[src/design/warp_pkg.sv]
package warp_pkg;

    ////////////////////////////////////////////////////////////////////////////
    // sizes

    localparam int NUM_THREADS = 8;   // threads per warp
    localparam int IB_DEPTH    = 4;   // instruction buffer entries
    localparam int SCB_DEPTH   = 4;   // scoreboard entries
    localparam int IB_AW       = $clog2(IB_DEPTH);

    ////////////////////////////////////////////////////////////////////////////
    // field types

    typedef logic [31:0]            instr_t;        // raw instruction word
    typedef logic [4:0]             reg_id_t;
    typedef logic [3:0]             alu_op_t;
    typedef logic [15:0]            imme_t;
    typedef logic [NUM_THREADS-1:0] active_mask_t;  // one bit per thread

    typedef logic [$clog2(SCB_DEPTH)-1:0] scb_id_t;
    typedef logic [IB_AW:0]               ib_ptr_t; // msb is the wrap bit

    // scoreboard entry life cycle
    typedef enum logic [1:0] {
        SCB_FREE,    // unused
        SCB_BUSY,    // waits for register writeback
        SCB_REPLAY   // load/store still being replayed
    } scb_state_t;

endpackage

[src/design/warp_ibuffer.sv]
`timescale 1ns/1ps

module warp_ibuffer import warp_pkg::*; (
    input  logic         clk,
    input  logic         rst,

    // fetch
    input  logic         fetch_valid,
    output logic         fetch_req,

    // decode
    input  logic         dec_valid,
    input  instr_t       dec_instr,
    input  reg_id_t      dec_src1,
    input  reg_id_t      dec_src2,
    input  reg_id_t      dec_dst,
    input  logic         dec_src1_valid,
    input  logic         dec_src2_valid,
    input  logic         dec_dst_valid,
    input  alu_op_t      dec_alu_op,
    input  imme_t        dec_imme,
    input  logic         dec_reg_write,
    input  logic         dec_mem_read,
    input  logic         dec_mem_write,
    input  logic         dec_shared_mem,
    input  logic         dec_branch_eq,
    input  logic         dec_branch_lt,
    input  logic         dec_exit,
    input  logic         drop_instr,
    input  active_mask_t active_mask,

    // issue unit and operand collector
    input  logic         issue_grant,
    output logic         issue_req,
    output instr_t       issue_instr,
    output reg_id_t      issue_src1,
    output reg_id_t      issue_src2,
    output reg_id_t      issue_dst,
    output logic         issue_src1_valid,
    output logic         issue_src2_valid,
    output logic         issue_dst_valid,
    output alu_op_t      issue_alu_op,
    output imme_t        issue_imme,
    output logic         issue_reg_write,
    output logic         issue_mem_read,
    output logic         issue_mem_write,
    output logic         issue_shared_mem,
    output logic         issue_branch_eq,
    output logic         issue_branch_lt,
    output scb_id_t      issue_scb_id,

    // exit
    input  logic         exit_grant,
    output logic         exit_req,

    // scoreboard
    input  logic         scb_full,
    input  logic         scb_empty,
    input  logic         scb_dependent,
    input  scb_id_t      alloc_id,
    output logic         scb_alloc,
    output logic         scb_replayable,
    output logic         replay_done,
    output scb_id_t      replay_scb_id,

    // memory feedback for the oldest unfinished load/store
    input  logic         mem_pos_valid,
    input  active_mask_t mem_pos_mask,
    input  logic         mem_zero_valid
);

    ////////////////////////////////////////////////////////////////////////////
    // entry storage

    logic [IB_DEPTH-1:0] valid_q, valid_d;
    logic [IB_DEPTH-1:0] rpend_q, rpend_d;   // marked for replay

    active_mask_t mask_q   [IB_DEPTH];
    instr_t       instr_q  [IB_DEPTH];
    reg_id_t      src1_q   [IB_DEPTH];
    reg_id_t      src2_q   [IB_DEPTH];
    reg_id_t      dst_q    [IB_DEPTH];
    alu_op_t      alu_op_q [IB_DEPTH];
    imme_t        imme_q   [IB_DEPTH];
    scb_id_t      scb_id_q [IB_DEPTH];

    logic [IB_DEPTH-1:0] src1_v_q, src2_v_q, dst_v_q;
    logic [IB_DEPTH-1:0] reg_write_q, mem_read_q, mem_write_q, shared_q;
    logic [IB_DEPTH-1:0] beq_q, blt_q, exit_q;

    // write, head and oldest-unfinished pointers
    ib_ptr_t wr_ptr, head_ptr, rp_ptr;
    ib_ptr_t head_next, rp_next, depth;

    logic [IB_AW-1:0] wr_idx, head_idx, rp_idx, sel_idx;

    logic         wr_en, ib_full, head_is_mem, mem_busy;
    logic         head_req, replay_req, head_grant, replay_grant, exit_take;
    logic         fb_more, done_now;
    active_mask_t mask_next;

    assign wr_idx   = wr_ptr[IB_AW-1:0];
    assign head_idx = head_ptr[IB_AW-1:0];
    assign rp_idx   = rp_ptr[IB_AW-1:0];

    assign wr_en   = dec_valid && !drop_instr;
    assign depth   = wr_ptr - rp_ptr;           // issued loads still hold a slot
    assign ib_full = depth == ib_ptr_t'(IB_DEPTH);

    assign fetch_req = (depth + ib_ptr_t'(fetch_valid) + ib_ptr_t'(wr_en))
                       < ib_ptr_t'(IB_DEPTH);

    ////////////////////////////////////////////////////////////////////////////
    // replay and memory feedback

    assign mem_busy  = (rp_ptr != head_ptr) && valid_q[rp_idx];
    assign mask_next = mem_pos_valid ? (mask_q[rp_idx] & ~mem_pos_mask) : mask_q[rp_idx];
    assign done_now  = mem_busy && mem_pos_valid && (mask_next == '0);
    assign fb_more   = mem_busy && (mem_zero_valid || (mem_pos_valid && mask_next != '0));

    // replay first, a finishing load needs no further issue
    assign replay_req = mem_busy && !done_now && (rpend_q[rp_idx] || fb_more);

    assign head_is_mem = mem_read_q[head_idx] || mem_write_q[head_idx];

    // a second load/store waits until the first one is done
    assign head_req = valid_q[head_idx] && !exit_q[head_idx] && !replay_req
                      && !(head_is_mem && mem_busy) && !scb_full && !scb_dependent;

    assign issue_req    = head_req || replay_req;
    assign head_grant   = head_req && issue_grant;
    assign replay_grant = replay_req && issue_grant;

    assign exit_req  = valid_q[head_idx] && exit_q[head_idx] && scb_empty;
    assign exit_take = exit_req && exit_grant;

    assign scb_alloc      = head_grant;
    assign scb_replayable = head_is_mem;
    assign replay_done    = done_now;
    assign replay_scb_id  = scb_id_q[rp_idx];

    always_comb begin
        valid_d = valid_q;
        rpend_d = rpend_q;
        if (done_now) valid_d[rp_idx] = 1'b0;
        if (fb_more) rpend_d[rp_idx] = 1'b1;
        if (replay_grant) rpend_d[rp_idx] = 1'b0;   // this issue serves the feedback
        if (head_grant && !head_is_mem) valid_d[head_idx] = 1'b0;
        if (exit_take) valid_d[head_idx] = 1'b0;
        if (wr_en) begin
            valid_d[wr_idx] = 1'b1;
            rpend_d[wr_idx] = 1'b0;
        end
    end

    assign head_next = head_ptr + ib_ptr_t'(head_grant || exit_take);
    // once the oldest entry is gone everything up to the head has retired
    assign rp_next   = valid_d[rp_idx] ? rp_ptr : head_next;

    always_ff @(posedge clk or negedge rst) begin
        if (!rst) begin
            wr_ptr   <= '0;
            head_ptr <= '0;
            rp_ptr   <= '0;
            valid_q  <= '0;
            rpend_q  <= '0;
        end else begin
            wr_ptr   <= wr_ptr + ib_ptr_t'(wr_en);
            head_ptr <= head_next;
            rp_ptr   <= rp_next;
            valid_q  <= valid_d;
            rpend_q  <= rpend_d;
        end
    end

    always_ff @(posedge clk) begin
        if (wr_en) begin
            mask_q[wr_idx]      <= active_mask;
            instr_q[wr_idx]     <= dec_instr;
            src1_q[wr_idx]      <= dec_src1;
            src2_q[wr_idx]      <= dec_src2;
            dst_q[wr_idx]       <= dec_dst;
            src1_v_q[wr_idx]    <= dec_src1_valid;
            src2_v_q[wr_idx]    <= dec_src2_valid;
            dst_v_q[wr_idx]     <= dec_dst_valid;
            alu_op_q[wr_idx]    <= dec_alu_op;
            imme_q[wr_idx]      <= dec_imme;
            reg_write_q[wr_idx] <= dec_reg_write;
            mem_read_q[wr_idx]  <= dec_mem_read;
            mem_write_q[wr_idx] <= dec_mem_write;
            shared_q[wr_idx]    <= dec_shared_mem;
            beq_q[wr_idx]       <= dec_branch_eq;
            blt_q[wr_idx]       <= dec_branch_lt;
            exit_q[wr_idx]      <= dec_exit;
        end
        if (head_grant) scb_id_q[head_idx] <= alloc_id;
        if (mem_busy && mem_pos_valid) mask_q[rp_idx] <= mask_next;   // trim served threads
    end

    ////////////////////////////////////////////////////////////////////////////
    // issue mux, replay entry or head

    assign sel_idx = replay_req ? rp_idx : head_idx;

    assign issue_instr      = instr_q[sel_idx];
    assign issue_src1       = src1_q[sel_idx];
    assign issue_src2       = src2_q[sel_idx];
    assign issue_dst        = dst_q[sel_idx];
    assign issue_src1_valid = src1_v_q[sel_idx];
    assign issue_src2_valid = src2_v_q[sel_idx];
    assign issue_dst_valid  = dst_v_q[sel_idx];
    assign issue_alu_op     = alu_op_q[sel_idx];
    assign issue_imme       = imme_q[sel_idx];
    assign issue_reg_write  = reg_write_q[sel_idx];
    assign issue_mem_read   = mem_read_q[sel_idx];
    assign issue_mem_write  = mem_write_q[sel_idx];
    assign issue_shared_mem = shared_q[sel_idx];
    assign issue_branch_eq  = beq_q[sel_idx];
    assign issue_branch_lt  = blt_q[sel_idx];
    // a head issue gets its entry from the scoreboard this cycle
    assign issue_scb_id     = replay_req ? scb_id_q[rp_idx] : alloc_id;

    // decode must honour fetch_req
    a_no_write_full: assert property (@(posedge clk) disable iff (!rst)
        dec_valid |-> !ib_full)
        else $error("decode strobe while instruction buffer is full");

    a_grant_needs_req: assert property (@(posedge clk) disable iff (!rst)
        issue_grant |-> issue_req)
        else $error("issue grant without a pending request");

endmodule

[src/design/warp_scoreboard.sv]
`timescale 1ns/1ps

module warp_scoreboard import warp_pkg::*; (
    input  logic    clk,
    input  logic    rst,

    // allocation on a head issue
    input  logic    alloc,
    input  reg_id_t alloc_dst,
    input  logic    alloc_dst_valid,
    input  logic    alloc_replayable,

    // registers of the instruction at the head
    input  reg_id_t chk_src1,
    input  reg_id_t chk_src2,
    input  reg_id_t chk_dst,
    input  logic    chk_src1_valid,
    input  logic    chk_src2_valid,
    input  logic    chk_dst_valid,

    // clearing
    input  logic    wb_valid,
    input  scb_id_t wb_scb_id,
    input  logic    replay_done,
    input  scb_id_t replay_scb_id,

    output scb_id_t alloc_id,
    output logic    full,
    output logic    empty,
    output logic    dependent
);

    scb_state_t state_q [SCB_DEPTH];
    reg_id_t    dst_q   [SCB_DEPTH];
    logic [SCB_DEPTH-1:0] dst_valid_q;   // stores have no destination

    logic [SCB_DEPTH-1:0] free_vec;
    logic [SCB_DEPTH-1:0] hit_vec;
    logic                 take;

    always_comb begin
        for (int i = 0; i < SCB_DEPTH; i++) begin
            free_vec[i] = state_q[i] == SCB_FREE;
            // RAW on either source, WAW on the destination
            hit_vec[i]  = !free_vec[i] && dst_valid_q[i]
                          && ((chk_src1_valid && chk_src1 == dst_q[i])
                           || (chk_src2_valid && chk_src2 == dst_q[i])
                           || (chk_dst_valid && chk_dst == dst_q[i]));
        end
    end

    // lowest free entry wins
    always_comb begin
        alloc_id = '0;
        for (int i = SCB_DEPTH - 1; i >= 0; i--) begin
            if (free_vec[i]) alloc_id = scb_id_t'(i);
        end
    end

    assign full      = ~|free_vec;
    assign empty     = &free_vec;
    assign dependent = |hit_vec;

    // nothing to track without a destination or a replay
    assign take = alloc && (alloc_dst_valid || alloc_replayable);

    always_ff @(posedge clk or negedge rst) begin
        if (!rst) begin
            for (int i = 0; i < SCB_DEPTH; i++) begin
                state_q[i] <= SCB_FREE;
            end
        end else begin
            if (wb_valid) state_q[wb_scb_id] <= SCB_FREE;
            if (replay_done) state_q[replay_scb_id] <= SCB_FREE;
            if (take) state_q[alloc_id] <= alloc_replayable ? SCB_REPLAY : SCB_BUSY;
        end
    end

    always_ff @(posedge clk) begin
        if (take) begin
            dst_q[alloc_id]       <= alloc_dst;
            dst_valid_q[alloc_id] <= alloc_dst_valid;
        end
    end

    // buffer only issues while the scoreboard has room
    a_no_alloc_full: assert property (@(posedge clk) disable iff (!rst)
        alloc |-> !full)
        else $error("scoreboard allocation while full");

    a_wb_busy: assert property (@(posedge clk) disable iff (!rst)
        wb_valid |-> state_q[wb_scb_id] == SCB_BUSY)
        else $error("writeback to a scoreboard entry that is not busy");

    a_replay_clear: assert property (@(posedge clk) disable iff (!rst)
        replay_done |-> state_q[replay_scb_id] == SCB_REPLAY)
        else $error("replay completion for a scoreboard entry not in replay");

endmodule

[src/design/warp_issue_front.sv]
`timescale 1ns/1ps

module warp_issue_front import warp_pkg::*; (
    input  logic         clk,
    input  logic         rst,

    input  logic         fetch_valid,
    output logic         fetch_req,

    input  logic         dec_valid,
    input  instr_t       dec_instr,
    input  reg_id_t      dec_src1,
    input  reg_id_t      dec_src2,
    input  reg_id_t      dec_dst,
    input  logic         dec_src1_valid,
    input  logic         dec_src2_valid,
    input  logic         dec_dst_valid,
    input  alu_op_t      dec_alu_op,
    input  imme_t        dec_imme,
    input  logic         dec_reg_write,
    input  logic         dec_mem_read,
    input  logic         dec_mem_write,
    input  logic         dec_shared_mem,
    input  logic         dec_branch_eq,
    input  logic         dec_branch_lt,
    input  logic         dec_exit,
    input  logic         drop_instr,
    input  active_mask_t active_mask,

    input  logic         issue_grant,
    output logic         issue_req,
    output instr_t       issue_instr,
    output reg_id_t      issue_src1,
    output reg_id_t      issue_src2,
    output reg_id_t      issue_dst,
    output logic         issue_src1_valid,
    output logic         issue_src2_valid,
    output logic         issue_dst_valid,
    output alu_op_t      issue_alu_op,
    output imme_t        issue_imme,
    output logic         issue_reg_write,
    output logic         issue_mem_read,
    output logic         issue_mem_write,
    output logic         issue_shared_mem,
    output logic         issue_branch_eq,
    output logic         issue_branch_lt,
    output scb_id_t      issue_scb_id,

    input  logic         exit_grant,
    output logic         exit_req,

    input  logic         mem_pos_valid,
    input  active_mask_t mem_pos_mask,
    input  logic         mem_zero_valid,

    input  logic         wb_valid,
    input  scb_id_t      wb_scb_id
);

    // buffer to scoreboard
    logic    scb_full, scb_empty, scb_dependent;
    logic    scb_alloc, scb_replayable, replay_done;
    scb_id_t alloc_id, replay_scb_id;

    warp_ibuffer u_ibuffer (.*);

    // the issued register fields double as the dependence check
    warp_scoreboard u_scoreboard (
        .clk              (clk),
        .rst              (rst),
        .alloc            (scb_alloc),
        .alloc_dst        (issue_dst),
        .alloc_dst_valid  (issue_dst_valid),
        .alloc_replayable (scb_replayable),
        .chk_src1         (issue_src1),
        .chk_src2         (issue_src2),
        .chk_dst          (issue_dst),
        .chk_src1_valid   (issue_src1_valid),
        .chk_src2_valid   (issue_src2_valid),
        .chk_dst_valid    (issue_dst_valid),
        .wb_valid         (wb_valid),
        .wb_scb_id        (wb_scb_id),
        .replay_done      (replay_done),
        .replay_scb_id    (replay_scb_id),
        .alloc_id         (alloc_id),
        .full             (scb_full),
        .empty            (scb_empty),
        .dependent        (scb_dependent)
    );

endmodule

[config.mk]
export PLATFORM = sky130hd
export DESIGN_NAME = warp_issue_front
export DESIGN_NICKNAME = d
export VERILOG_FILES = /design/src/design/warp_pkg.sv /design/src/design/warp_ibuffer.sv /design/src/design/warp_scoreboard.sv /design/src/design/warp_issue_front.sv
export SDC_FILE = /design/constraint.sdc
export NUM_CORES = 1
export LEC_CHECK = 0
export ABC_AREA = 1
export BUFFER_PORTS_ARGS = -buffer_cell sky130_fd_sc_hd__buf_4
export CORE_MARGIN = 3
export CORE_UTILIZATION = 64
export DETAILED_ROUTE_END_ITERATION = 16
export GPL_ROUTABILITY_DRIVEN = 0
export HOLD_SLACK_MARGIN = 0.12
export PLACE_DENSITY = 0.86
export SLEW_MARGIN = 0
export SYNTH_ARGS = -nofsm -noshare
export SYNTH_HDL_FRONTEND = slang
export SYNTH_SLANG_ARGS = --single-unit
[constraint.sdc]
create_clock -name clk -period 17.9 [get_ports clk]
set_clock_uncertainty 0.15 [all_clocks]
set_input_delay 0 -clock clk [delete_from_list [all_inputs] [get_ports clk]]
set_output_delay 0 -clock clk [all_outputs]
set_load 0.02 [all_outputs]
==> After elaboration in Yosys (flattened, before gate mapping) <==
Memory sizes are Yosys's and may differ from the RTL's.
Cells that the tools add are included.
{ "totals": {"in_bits": 105, "ram_bits": 328, "mem_count": 9, "wordCells": 248, "reg_bits": 69} }
{ "op_classes": {"n_eq_ne": 13, "add_sub_neg": 5, "n_lt_le_gt_ge": 16, "mux": 84, "reduce_logical": 82, "bitwise": 19} }
{ "memory_table": {"columns": ["memory", "words", "width", "rd", "rd_clocked_by_memory_dff", "wr", "line_no", "source"], "rows": [
  ["u_ibuffer.instr_q", 4, 32, 1, 0, 1, "warp_ibuffer.sv:79", "instr_t instr_q [IB_DEPTH];"],
  ["u_ibuffer.imme_q", 4, 16, 1, 0, 1, "warp_ibuffer.sv:84", "imme_t imme_q [IB_DEPTH];"],
  ["u_ibuffer.mask_q", 4, 8, 1, 0, 2, "warp_ibuffer.sv:78", "active_mask_t mask_q [IB_DEPTH];"],
  ["u_ibuffer.dst_q", 4, 5, 1, 0, 1, "warp_ibuffer.sv:82", "reg_id_t dst_q [IB_DEPTH];"],
  ["u_ibuffer.src1_q", 4, 5, 1, 0, 1, "warp_ibuffer.sv:80", "reg_id_t src1_q [IB_DEPTH];"],
  ["u_ibuffer.src2_q", 4, 5, 1, 0, 1, "warp_ibuffer.sv:81", "reg_id_t src2_q [IB_DEPTH];"],
  ["+3 memories", null, null, null, null, null, null, null]
]} }
{ "ops": {"columns": ["cell", "count"], "rows": [
  ["$eq A5 B5 Y1", 12],
  ["$logic_and A1 B1 Y1", 48],
  ["$bwmux W4", 11],
  ["$bmux W1 S2", 16],
  ["$mux W8", 4],
  ["$mux W1", 28],
  ["$mux W4", 7],
  ["$and A8 B8 Y8", 3],
  ["$not A8 Y8", 3],
  ["$and A4 B4 Y4", 5],
  ["$mux W2", 10],
  ["$lt A2 B3 Y1 const B", 5],
  ["$logic_or A1 B1 Y1", 14],
  ["$add A3 B1 Y3", 4],
  ["$demux W2 S2", 3],
  ["$not A4 Y4", 3],
  ["$logic_not A1 Y1", 11],
  ["$ge A3 B3 Y1 const B", 3],
  ["$lt A3 B1 Y1 const B", 3],
  ["$not A2 Y3", 3],
  ["$bwmux W8", 1],
  ["$demux W1 S2", 4],
  ["$ge A2 B1 Y1 const B", 4],
  ["$logic_not A2 Y1", 4],
  ["8 further kinds", 10]
]} }

==> Longest topological paths before layout <==
Gate-level depths: netlist of the first run.
{ "logic_depth": {"depth_word": 28, "depth_mapped": 37} }

==> By module <==
Synthesis of the first run repeated with hierarchy kept, for this count alone.
{ "hier_totals": {"cells_unflattened": 1529, "hier_area_um2": 17043.8} }
{ "modules_own_cells": {"columns": ["mod", "area_per_inst_um2", "instances", "cells_per_inst"], "rows": [
  ["warp_ibuffer", 14740.4, 1, 1167],
  ["warp_scoreboard", 2303.5, 1, 362]
]} }

==> Least setup slack after synthesis of the first run <==
No wires, ideal clock.
{ "synth_path": {"path_type": "reg-to-reg", "start": "register u_ibuffer.wr_ptr[1]", "end": "memory u_ibuffer.mask_q[3][0] (netlist name) (enable)", "arrival_time_ns": 6.584, "path_stages_with_launch": 5, "required_ns": 17.404, "slack_ns": 10.820, "synth_period_minus_slack_ns": 7.080, "path_cell_list": "dfrtp_1 -> inv_1 -> nor3_1 -> inv_1 -> nand2_1"} }
{ "synth_lines": {"columns": ["element", "line_no", "source"], "rows": [
  ["start, declared", "warp_ibuffer.sv:92", "ib_ptr_t wr_ptr, head_ptr, rp_ptr;"],
  ["start signal, assigned", "warp_ibuffer.sv:168", "wr_ptr <= wr_ptr + ib_ptr_t'(wr_en);"],
  ["end, declared", "warp_ibuffer.sv:78", null]
]} }

==> Worst setup path after layout of the first run <==
{ "layout_path": {"start": "register u_ibuffer.rp_ptr[0]", "end": "register u_scoreboard.state_q[6] (netlist name)"} }
{ "layout_via": {"elab_chain_cells": 22} }
{ "layout_rtl": {"columns": ["element", "line_no", "source"], "rows": [
  ["start, declared", "warp_ibuffer.sv:92", null],
  ["start signal, assigned", "warp_ibuffer.sv:170", "rp_ptr <= rp_next;"],
  ["$mem_v2 Z4 W8", null, null],
  ["$and A8 B8 Y8", "warp_ibuffer.sv:117", "assign mask_next = mem_pos_valid ? (mask_q[rp_idx] & ~mem_pos_mask) : mask_q[rp_idx];"],
  ["$mux W8", "warp_ibuffer.sv:117", null],
  ["$reduce_bool A8 Y1", "warp_ibuffer.sv:119", "assign fb_more = mem_busy && (mem_zero_valid || (mem_pos_valid && mask_next != '0));"],
  ["$logic_and A1 B1 Y1", "warp_ibuffer.sv:119", null],
  ["$logic_or A1 B1 Y1", "warp_ibuffer.sv:119", null],
  ["$logic_and A1 B1 Y1", "warp_ibuffer.sv:119", null],
  ["$logic_or A1 B1 Y1", "warp_ibuffer.sv:122", "assign replay_req = mem_busy && !done_now && (rpend_q[rp_idx] || fb_more);"],
  ["[6 not listed]", null, null],
  ["$logic_or A1 B1 Y1", "warp_scoreboard.sv:48", "|| (chk_dst_valid && chk_dst == dst_q[i]));"],
  ["$logic_and A1 B1 Y1", "warp_scoreboard.sv:46", "&& ((chk_src1_valid && chk_src1 == dst_q[i])"],
  ["$reduce_or A4 Y1", "warp_scoreboard.sv:62", "assign dependent = |hit_vec;"],
  ["$logic_not A1 Y1", "warp_ibuffer.sv:128", "&& !(head_is_mem && mem_busy) && !scb_full && !scb_dependent;"],
  ["$logic_and A1 B1 Y1", "warp_ibuffer.sv:128", null],
  ["$logic_and A1 B1 Y1", "warp_ibuffer.sv:131", "assign head_grant = head_req && issue_grant;"],
  ["$logic_and A1 B1 Y1", "warp_scoreboard.sv:65", "assign take = alloc && (alloc_dst_valid || alloc_replayable);"],
  ["$mux W8 (*)", "warp_scoreboard.sv:75", "if (take) state_q[alloc_id] <= alloc_replayable ? SCB_REPLAY : SCB_BUSY;"],
  ["end signal, assigned by index", "warp_scoreboard.sv:75", null],
  ["end, declared", "warp_scoreboard.sv:33", "scb_state_t state_q [SCB_DEPTH];"]
]} }
Mark *: on every way between the ends. The rest lies on a longest branch, timed or not. The select of a mux whose other input is x is not followed.
A chain may end at the register's enable or synchronous reset.

==> results.py, run 1 <==
metrics = {
    "finish": {
        "drive_above_1_share_pct": 14.33,
        "syn_to_final_growth_pct": 27.45,
        "multi_input_area_sq_um": 5045,
        "final-seq-area_sq_um": 11800,
        "fill_cells": 1333,
        "nNetsFinal": 2190,
    },
    "timing": {
        "slew_viol_final": 0,
        "setup-tns-final_ps": 0,
        "setup_viol": 0,
        "hold_viol": 0,
        "fmax_mhz": 129.2,
        "final.min_clock_period_ps": 7742,
        "period_share_pct": 43.25,
        "max_slew.worst_pin.slew_ps": 1238,
        "relSlewSlack_pct": 17.14,
        "rsz0062_at_grt": "false",
    },
    "synth": {
        "ys_ff_latch": 397,
        "async_flop_share_pct": 6.297,
        "yosys.area.top_type": "edfxtp_1",
        "post-synth-top-area-fraction_pct": 62.81,
        "synth_edf_count": 372,
        "syn-num-nets": 1828,
        "syn-instance-count": 1715,
        "syn-cell-area_sq_um": 17780,
        "yosysWarnings": 0,
        "ys_top_cells_by_area": "edfxtp_1 63%, nand2_1 8.4%, o21ai_0 4.9%",
        "synthDistinctLibCells": 39,
        "avgSynthCellArea_sq_um": 10.37,
        "synthFlopType": "edfxtp_1",
        "ys_seq_area_share_pct": 66.33,
    },
    "global_routing": {
        "grtUsageMet1_pct": 44.85,
        "grt_pass1_vias": 14840,
        "gr-usage-met2_pct": 56.27,
        "grt_pass1_wl_microns": 80230,
        "grt_use_met3_pct": 6.588,
        "track_usage_pct": 33.59,
        "grt-ovfl-total": 0,
        "grt_busiest_layer": "met2",
        "antenna_found_initial": 2,
        "grt_max_degree": 113,
    },
    "drt": {
        "drt_iter0_drc": 2090,
        "first_pass_iters": 7,
        "route.detailed.drc": 0,
        "vias": 14950,
        "wl_per_cell_microns": 20.34,
        "viasPerCell": 6.030,
        "wl_microns": 50440,
        "ant_nets": 0,
    },
    "critical_path": {
        "cpMostUsedCell": "nand2_1",
        "reg2reg_slack_ps": 10160,
        "cp_slowest_stage_delay_ps": 960,
        "cp-startpoint": "u_ibuffer.rp_ptr[0]",
        "worstSetupStartpointType": "register",
        "worst-r2r-cell-count": 30,
        "required_ps": 18220,
        "worstReg2RegStart": "u_ibuffer.rp_ptr[0]",
        "worst-path-stages": 30,
        "cp_slowest_cell": "buf_4",
        "arrival_ps": 8070,
        "crit_end": "u_scoreboard.state_q[6]",
        "crit_fanout": 112,
        "path_buf_inv": 7,
        "crit_type": "reg -> reg",
        "worst_path_dominant_cell_family": "simple AND/OR/NAND/NOR gates",
        "end_kind": "register",
        "r2r-end": "u_scoreboard.state_q[6]",
    },
    "clocking": {
        "post_cts_resized": 0,
        "path_clk_slew_ps": 60,
        "cts_tree": "built",
        "numCtsBuffers": 39,
        "htreeDepth": 2,
        "clk_path_buf_depth": 3,
        "postCtsSetupBuffers": 0,
        "worstSkewPairLatency_ps": 540,
        "hold_buffers": 194,
        "clkSinkCount": 397,
        "cts_root_buffer": "clkbuf_16",
    },
    "floorplanning": {
        "floorplan.initialDensity_pct": 65.62,
        "rows": 60,
        "die_w_microns": 172.7,
        "die_area_sq_um": 29830,
        "coreArea_sq_um": 27100,
        "ios": 186,
        "die_h_microns": 172.7,
    },
    "worst_hold_path": {
        "min_path_type": "in -> reg",
    },
    "status": {
        "outcome": "completed",
    },
    "placed_design": {
        "port-buffer-count": 185,
        "dpl.hpwl_microns": 27310,
    },
    "job": {
        "cap_violations": 0,
    },
}
## per-layer routing
layer  share of wire, %  routed length, microns
met5              0.026                      13
met4                3.1                    1583
met3                 11                    5717
met2                 49                   24830
met1                 36                   18290
## placed cells by master (no fill, tap or decap), types with 2 or more instances in the layout
| master | Yosys | layout |
|---|---|---|
| nor2_2 | 2 | 2 |
| nor2_1 | 203 | 203 |
| xor2_1 | 4 | 4 |
| edfxtp_1 | 372 | 372 |
| o21ai_0 | 173 | 173 |
| nand2_1 | 397 | 396 |
| a21oi_1 | 10 | 10 |
| o21ai_1 | 3 | 3 |
| buf_4 | 8 | 197 |
| o22ai_1 | 58 | 58 |
| bufinv_16 | 0 | 5 |
| a31oi_1 | 8 | 8 |
| o221ai_1 | 3 | 3 |
| a22oi_1 | 5 | 5 |
| nor3_1 | 7 | 6 |
| nand3_1 | 146 | 146 |
| nand3_2 | 17 | 17 |
| clkinv_2 | 0 | 8 |
| o21ai_4 | 2 | 2 |
| nor3_2 | 1 | 2 |
| inv_2 | 5 | 5 |
| xnor2_1 | 4 | 4 |
| nand2_2 | 15 | 14 |
| clkbuf_16 | 0 | 39 |
| inv_6 | 0 | 2 |
| inv_1 | 159 | 156 |
| o21a_1 | 2 | 2 |
| clkbuf_1 | 43 | 5 |
| dlygate4sd3_1 | 0 | 193 |
| ha_1 | 8 | 8 |
| clkinv_1 | 2 | 12 |
| dfrtp_1 | 25 | 25 |
| nand2_4 | 0 | 2 |
| clkbuf_8 | 0 | 4 |
| nand4_1 | 6 | 6 |
## layout make-up
cell class	count	area share (%)
clock inverter	23	1.104
sequential	397	52.04
clock buffer	48	4.631
multi-input combinational	1082	22.26
tap	372	2.053
antenna	1	0.01104
inverter	166	2.766
timing repair buffer	391	15.14
## flip-flops by register name, summed over array words and instances, names as in the netlist, 8 cells and up
name and cells:
u_ibuffer.mask_q 32, u_ibuffer.scb_id_q 8, u_scoreboard.dst_q 20, u_scoreboard.state_q 8, u_ibuffer.instr_q 128, u_ibuffer.dst_q 20, u_ibuffer.src1_q 20, u_ibuffer.alu_op_q 16
u_ibuffer.imme_q 64, u_ibuffer.src2_q 20
## how the worst min path moves through the flow
| stage | from | to | slack, ps | cells after the start |
|---|---|---|---|---|
| after floorplan | rst | u_ibuffer.head_ptr[0] | -450 | 0 |
| after global placement | rst | u_scoreboard.state_q[0] | -230 | 1 |
| after detailed placement | rst | u_scoreboard.state_q[2] | -230 | 1 |
| after CTS | dec_exit | u_ibuffer.exit_q[1] | 130 | 2 |
| after global routing | dec_src2[0] | u_ibuffer.src2_q[2][0] | 130 | 2 |
| final | dec_src2[0] | u_ibuffer.src2_q[2][0] | 130 | 2 |
## stage by stage
step	instances	area, sq um	setup WS [ps]	utilization [%]	hold WS [ps]
2_1_floorplan	1715	17780	10820	-	-445.6
3_3_place_gp	2214	19410	11170	71.63	-231.7
3_5_place_dp	2214	19410	10820	71.63	-226.9
4_1_cts	2479	22660	10410	83.63	127.0
5_1_grt	2480	22670	9571	83.64	128.6
6_report	2480	22670	10160	83.64	126.2
## Yosys cell counts (all sizes together) (6+ instances only)
| cell | number |
|---|---|
| a21oi | 10 |
| a31oi | 8 |
| buf | 27 |
| clkbuf | 43 |
| dfrtp | 25 |
| edfxtp | 372 |
| ha | 8 |
| inv | 164 |
| nand2 | 412 |
| nand3 | 163 |
| nand4 | 6 |
| nor2 | 205 |
| nor3 | 8 |
| o21ai | 179 |
| o22ai | 58 |
## kinds of logic (layout without fill, tap and decap cells)
| family | Yosys count | in the layout | share of synthesized area (%) |
|---|---|---|---|
| adder cells (fa/ha/maj) | 8 | 8 | 0.5628 |
| buffers and inverters | 236 | 628 | 5.403 |
| AO/OA/AOI/OAI | 268 | 268 | 8.372 |
| flip-flops | 397 | 397 | 66.33 |
| XOR/XNOR | 8 | 8 | 0.3939 |
| other | 0 | 1 | 0 |
| AND/OR/NAND/NOR | 798 | 798 | 18.94 |
Power of run 1 is left out: the tool's default activity adds up to more than one toggle a clock period on the data nets, which glitch-free logic cannot reach.
==> inputs of run 2 (changes only) <==
- CORE_UTILIZATION: 64 -> 53
- PLACE_DENSITY: 0.86 -> 0.76
- clock period: 17.9 -> 6.4 ns (I/O delays scaled with it)
==> results.py, run 2 (synthesized netlist as in run 1, its figures left out) <==
metrics = {
    "job": {
        "cap_violations": 0,
    },
    "timing": {
        "period_share_pct": 90.20,
        "fmax_mhz": 173.2,
        "slew_viol_final": 0,
        "relSlewSlack_pct": 24.59,
        "max_slew.worst_pin.slew_ps": 1127,
        "setup_viol": 0,
        "hold_viol": 0,
        "rsz0062_at_grt": "false",
        "setup-tns-final_ps": 0,
        "final.min_clock_period_ps": 5773,
    },
    "critical_path": {
        "arrival_ps": 6050,
        "worstSetupStartpointType": "register",
        "cp_slowest_stage_delay_ps": 570,
        "worst-r2r-cell-count": 33,
        "required_ps": 6680,
        "cp_slowest_cell": "dfrtp_2",
        "crit_fanout": 89,
        "r2r-end": "u_ibuffer.rp_ptr[2]",
        "cpMostUsedCell": "nand2_1",
        "crit_type": "reg -> reg",
        "end_kind": "register",
        "reg2reg_slack_ps": 630,
        "worstReg2RegStart": "u_ibuffer.rp_ptr[0]",
    },
    "floorplanning": {
        "ios": 186,
        "die_h_microns": 189.2,
        "floorplan.initialDensity_pct": 54.25,
        "rows": 66,
        "die_area_sq_um": 35790,
        "coreArea_sq_um": 32780,
        "die_w_microns": 189.2,
    },
    "drt": {
        "first_pass_iters": 6,
        "ant_nets": 0,
        "route.detailed.drc": 0,
        "viasPerCell": 5.599,
        "vias": 14420,
        "wl_microns": 47970,
        "drt_iter0_drc": 1397,
        "wl_per_cell_microns": 18.63,
    },
    "clocking": {
        "cts_root_buffer": "clkbuf_16",
        "htreeDepth": 2,
        "clk_path_buf_depth": 3,
        "clkSinkCount": 397,
        "cts_tree": "built",
        "worstSkewPairLatency_ps": 530,
        "path_clk_slew_ps": 60,
        "postCtsSetupBuffers": 0,
        "numCtsBuffers": 42,
    },
    "global_routing": {
        "track_usage_pct": 26.63,
        "grt-ovfl-total": 0,
        "grt_pass1_vias": 14430,
        "antenna_found_initial": 2,
        "grt_max_degree": 90,
        "grt_pass1_wl_microns": 76140,
    },
    "worst_hold_path": {
        "min_path_type": "in -> reg",
        "worstHoldStart": "dec_exit",
        "whs_endpoint": "u_ibuffer.exit_q[2]",
        "hold-path-cell-count": 2,
    },
    "finish": {
        "largest_register_ffs": 128,
        "final_area_sq_um": 23050,
        "reg_top3": "u_ibuffer.instr_q: 128 flops, u_ibuffer.imme_q: 64 flops, u_ibuffer.mask_q: 32 flops",
        "final_common_cell": "nand2_1",
        "layout.cells.non_filler": 2575,
        "top_register": "u_ibuffer.instr_q",
        "final_cell_mix": "396 x nand2_1, 372 x edfxtp_1, 213 x buf_4",
        "nNetsFinal": 2219,
        "drive_above_1_share_pct": 15.15,
        "syn_to_final_growth_pct": 29.62,
    },
    "placed_design": {
        "dp.cells": 2302,
        "port-buffer-count": 185,
        "dpl.hpwl_microns": 27940,
        "dpl-instance-area_sq_um": 19670,
    },
    "status": {
        "outcome": "completed",
    },
}
[run 2: cell types whose count changed in the layout (fill, tap and decap cells not counted), moves of 2 or more]
cell,previous run,this run
buf_4,197,213
dlygate4sd3_1,193,201
clkbuf_16,39,42
clkinv_1,12,9
buf_12,1,3
[run 2: how the worst max path moves through the flow]
stage	start	end	slack, ps	cells after the start
2_1_floorplan	u_ibuffer.wr_ptr[0]	u_ibuffer.mask_q[3][0]	1810	4
3_3_place_gp	u_ibuffer.rp_ptr[0]	u_ibuffer.rp_ptr[2]	1090	29
3_5_place_dp	u_ibuffer.rp_ptr[0]	u_ibuffer.rp_ptr[2]	860	29
4_1_cts	u_ibuffer.rp_ptr[0]	u_ibuffer.rp_ptr[0]	480	33
5_1_grt	u_ibuffer.rp_ptr[0]	u_ibuffer.rp_ptr[0]	160	32
6_report	u_ibuffer.rp_ptr[0]	u_ibuffer.rp_ptr[2]	630	33
[run 2: critical path: cells and delay by family, from the launching register on]
family          cells  cell delay, ps
compound gates      1              80
buf+inv             5            1320
flops               1             570
simple gates       27            3520
[run 2: what timing repair did]
| item | 4_1_cts | 5_1_grt |
|---|---|---|
| endpoints found under the setup margin | 0 | 7 |
| resized for setup | 0 | 1 |
| hold endpoints to repair | 419 | 0 |
| hold buffers | 202 | 0 |
[run 2: cell type report]
class / instances / area [sq um]
antenna: 1 / 2.502
clock buffer: 50 / 1111
clock inverter: 20 / 239.0
fill: 2274 / 9732
inverter: 166 / 626.9
multi-input combinational: 1082 / 5051
sequential: 397 / 11800
tap: 442 / 553.0
timing repair buffer: 417 / 3671
[run 2: layer usage]
layer  part of all wire [%]  GRT usage, %  wire, microns
met4                    2.2         8.078           1040
met3                    9.7         5.703           4637
met1                     39         34.67          18710
met5                  0.027             0             13
met2                     49         45.22          23570
[run 2: stage by stage]
stage | hold WS, ps | setup slack [ps] | utilization (%)
floorplan | -445.6 | 1805 | -
global placement | -227.0 | 1091 | 59.99
detailed placement | -216.2 | 857.6 | 59.99
CTS | 120.2 | 481.8 | 70.30
global route | 120.4 | 162.7 | 70.32
finish | 134.6 | 627.4 | 70.32
Power of run 2 is left out for the same reason.
==> inputs of run 3 (changes only) <==
- CAP_MARGIN: not set -> 30
- CORE_UTILIZATION: 53 -> 63
- PLACE_DENSITY: 0.76 -> 0.85
- SYNTH_HIERARCHICAL: not set -> 1
- clock period: 6.4 -> 6.7 ns (I/O delays scaled with it)
==> results.py, run 3 <==
metrics = {
    "global_routing": {
        "grt_pass1_wl_microns": 75110,
        "grt_busiest_layer": "met2",
        "grt_max_degree": 67,
        "grt-ovfl-total": 0,
        "track_usage_pct": 33.35,
        "grtUsageMet1_pct": 42.97,
        "antenna_found_initial": 1,
        "grt_use_met3_pct": 7.038,
        "grt_pass1_vias": 13620,
        "gr-usage-met2_pct": 57.27,
    },
    "critical_path": {
        "arrival_ps": 6520,
        "reg2reg_slack_ps": 440,
        "worst_path_dominant_cell_family": "simple AND/OR/NAND/NOR gates",
        "crit_type": "reg -> reg",
        "cpMostUsedCell": "nand2_1",
        "required_ps": 6960,
        "end_kind": "register",
        "crit_fanout": 34,
        "worstSetupStartpointType": "register",
        "r2r-end": "u_scoreboard/state_q[7]",
        "cp_slowest_cell": "dfrtp_1",
        "cp_slowest_stage_delay_ps": 710,
        "path_buf_inv": 6,
        "worst-r2r-cell-count": 34,
        "worstReg2RegStart": "u_ibuffer/rp_ptr[1]",
    },
    "finish": {
        "nNetsFinal": 2027,
        "final_area_sq_um": 21920,
        "final_common_cell": "edfxtp_1",
        "largest_register_ffs": 128,
        "fill_cells": 1291,
        "reg_top3": "u_ibuffer/instr_q: 128 flops, u_ibuffer/imme_q: 64 flops, u_ibuffer/mask_q: 32 flops",
        "final_cell_mix": "372 x edfxtp_1, 347 x nand2_1, 228 x nor2_1",
        "syn_to_final_growth_pct": 28.59,
        "top_register": "u_ibuffer/instr_q",
        "drive_above_1_share_pct": 16.82,
    },
    "clocking": {
        "worstSkewPairLatency_ps": 530,
        "htreeDepth": 2,
        "path_clk_slew_ps": 60,
        "clk_path_buf_depth": 3,
        "numCtsBuffers": 40,
        "clkSinkCount": 397,
        "cts_root_buffer": "clkbuf_16",
        "cts_tree": "built",
    },
    "synth": {
        "post-synth-top-area-fraction_pct": 65.54,
        "yosysWarnings": 6,
        "async_flop_share_pct": 6.297,
        "synthFlopType": "edfxtp_1",
        "syn-num-nets": 1642,
        "synthDistinctLibCells": 39,
        "synth_edf_count": 372,
        "yosys-top-cells-count": "372 x edfxtp_1, 347 x nand2_1, 228 x nor2_1, 159 x o21ai_0, 81 x inv_1",
        "yosysMostFrequentCell": "edfxtp_1",
        "ys_top_cells_by_area": "edfxtp_1 66%, nand2_1 7.6%, nor2_1 5.0%",
        "syn-cell-area_sq_um": 17040,
        "syn-instance-count": 1529,
        "ys_ff_latch": 397,
        "ys_seq_area_share_pct": 69.21,
        "avgSynthCellArea_sq_um": 11.15,
        "yosys.area.top_type": "edfxtp_1",
    },
    "floorplanning": {
        "die_h_microns": 170.5,
        "rows": 59,
        "die_w_microns": 170.5,
        "die_area_sq_um": 29060,
        "coreArea_sq_um": 26350,
        "ios": 186,
        "floorplan.initialDensity_pct": 64.67,
    },
    "status": {
        "outcome": "completed",
    },
    "timing": {
        "period_share_pct": 93.38,
        "fmax_mhz": 159.8,
        "hold_viol": 0,
        "final.min_clock_period_ps": 6256,
        "max_slew.worst_pin.slew_ps": 1063,
        "setup_viol": 0,
        "slew_viol_final": 0,
        "relSlewSlack_pct": 28.87,
        "rsz0062_at_grt": "false",
        "setup-tns-final_ps": 0,
    },
    "drt": {
        "route.detailed.drc": 0,
        "vias": 14010,
        "drt_iter0_drc": 2146,
        "wl_microns": 49370,
        "viasPerCell": 6.143,
        "ant_nets": 0,
        "wl_per_cell_microns": 21.64,
        "first_pass_iters": 6,
    },
    "worst_hold_path": {
        "hold-path-cell-count": 2,
        "whs_endpoint": "u_ibuffer/instr_q[2][3]",
        "worstHoldStart": "dec_instr[3]",
        "min_path_type": "in -> reg",
    },
    "job": {
        "cap_violations": 0,
    },
    "placed_design": {
        "dpl.hpwl_microns": 26050,
        "dpl-instance-area_sq_um": 18650,
        "port-buffer-count": 185,
    },
}
-- run 3: cell count changes after synthesis, moves of 9 or more --
cell / previous run / this run
nand3_1: 146 / 29
inv_1: 159 / 81
o21ai_1: 3 / 54
nand2_1: 397 / 347
clkbuf_1: 43 / 17
nor2_1: 203 / 228
o22ai_1: 58 / 80
inv_2: 5 / 22
nand3_2: 17 / 1
o21ai_0: 173 / 159
buf_6: 4 / 16
nand2_2: 15 / 4
buf_2: 12 / 21
-- run 3: routing by layer --
layer	share of wire, %	vias to the layer above	wire length [microns]
li1	-	6103	-
met1	35	6674	17450
met2	50	1077	24660
met3	11	159	5563
met4	3.4	0	1702
met5	0	-	0
-- run 3: how the worst max path moves through the flow --
stage | end | slack (ps) | depth (start not counted) | from
finish | u_scoreboard/state_q[7] | 440 | 34 | u_ibuffer/rp_ptr[1]
global route | u_scoreboard/state_q[7] | 40 | 34 | u_ibuffer/rp_ptr[1]
CTS | u_scoreboard/state_q[7] | 340 | 32 | u_ibuffer/rp_ptr[1]
detailed placement | u_scoreboard/state_q[7] | 400 | 32 | u_ibuffer/rp_ptr[1]
global placement | u_scoreboard/state_q[7] | 680 | 32 | u_ibuffer/rp_ptr[1]
floorplan | u_scoreboard/dst_q[0][0] | 1820 | 32 | u_ibuffer/rp_ptr[1]
-- run 3: cell families (layout without fill, tap and decap cells) --
family	count (synthesis)	count (layout)	synth area share, %
flops	397	397	69.21
simple gates	637	637	14.98
xor+xnor	9	9	0.4625
buf+inv	163	577	4.551
other cells	0	2	0
fa+ha+maj	8	8	0.5873
compound gates	315	316	10.21
-- run 3: through the flow --
stage	hold WS [ps]	setup slack [ps]	instances	utilization, %
6_report	117.4	443.9	2281	83.16
5_1_grt	129.8	40.41	2280	83.16
4_1_cts	120.8	342.1	2275	82.92
3_5_place_dp	-223.6	404.7	2014	70.78
3_3_place_gp	-225.3	680.7	2014	70.78
2_1_floorplan	-445.6	1821	1529	-
-- run 3: layout make-up --
cell class / instances / area (sq um) / share of cell area, %
Multi-Input combinational cell: 970 / 4499 / 20.53
Antenna cell: 2 / 5.005 / 0.02283
Tap cell: 335 / 419.2 / 1.912
Clock buffer: 44 / 1016 / 4.635
Clock inverter: 28 / 281.5 / 1.284
Inverter: 104 / 397.9 / 1.815
Sequential cell: 397 / 11800 / 53.82
Timing Repair Buffer: 401 / 3502 / 15.98
-- run 3: repair_timing --
action	in CTS	in global routing
hold endpoints to repair	397	5
hold buffers	189	2
resized for setup	0	4
buffers inserted	0	0
setup endpoints to repair	0	16
Power of run 3 is left out for the same reason.
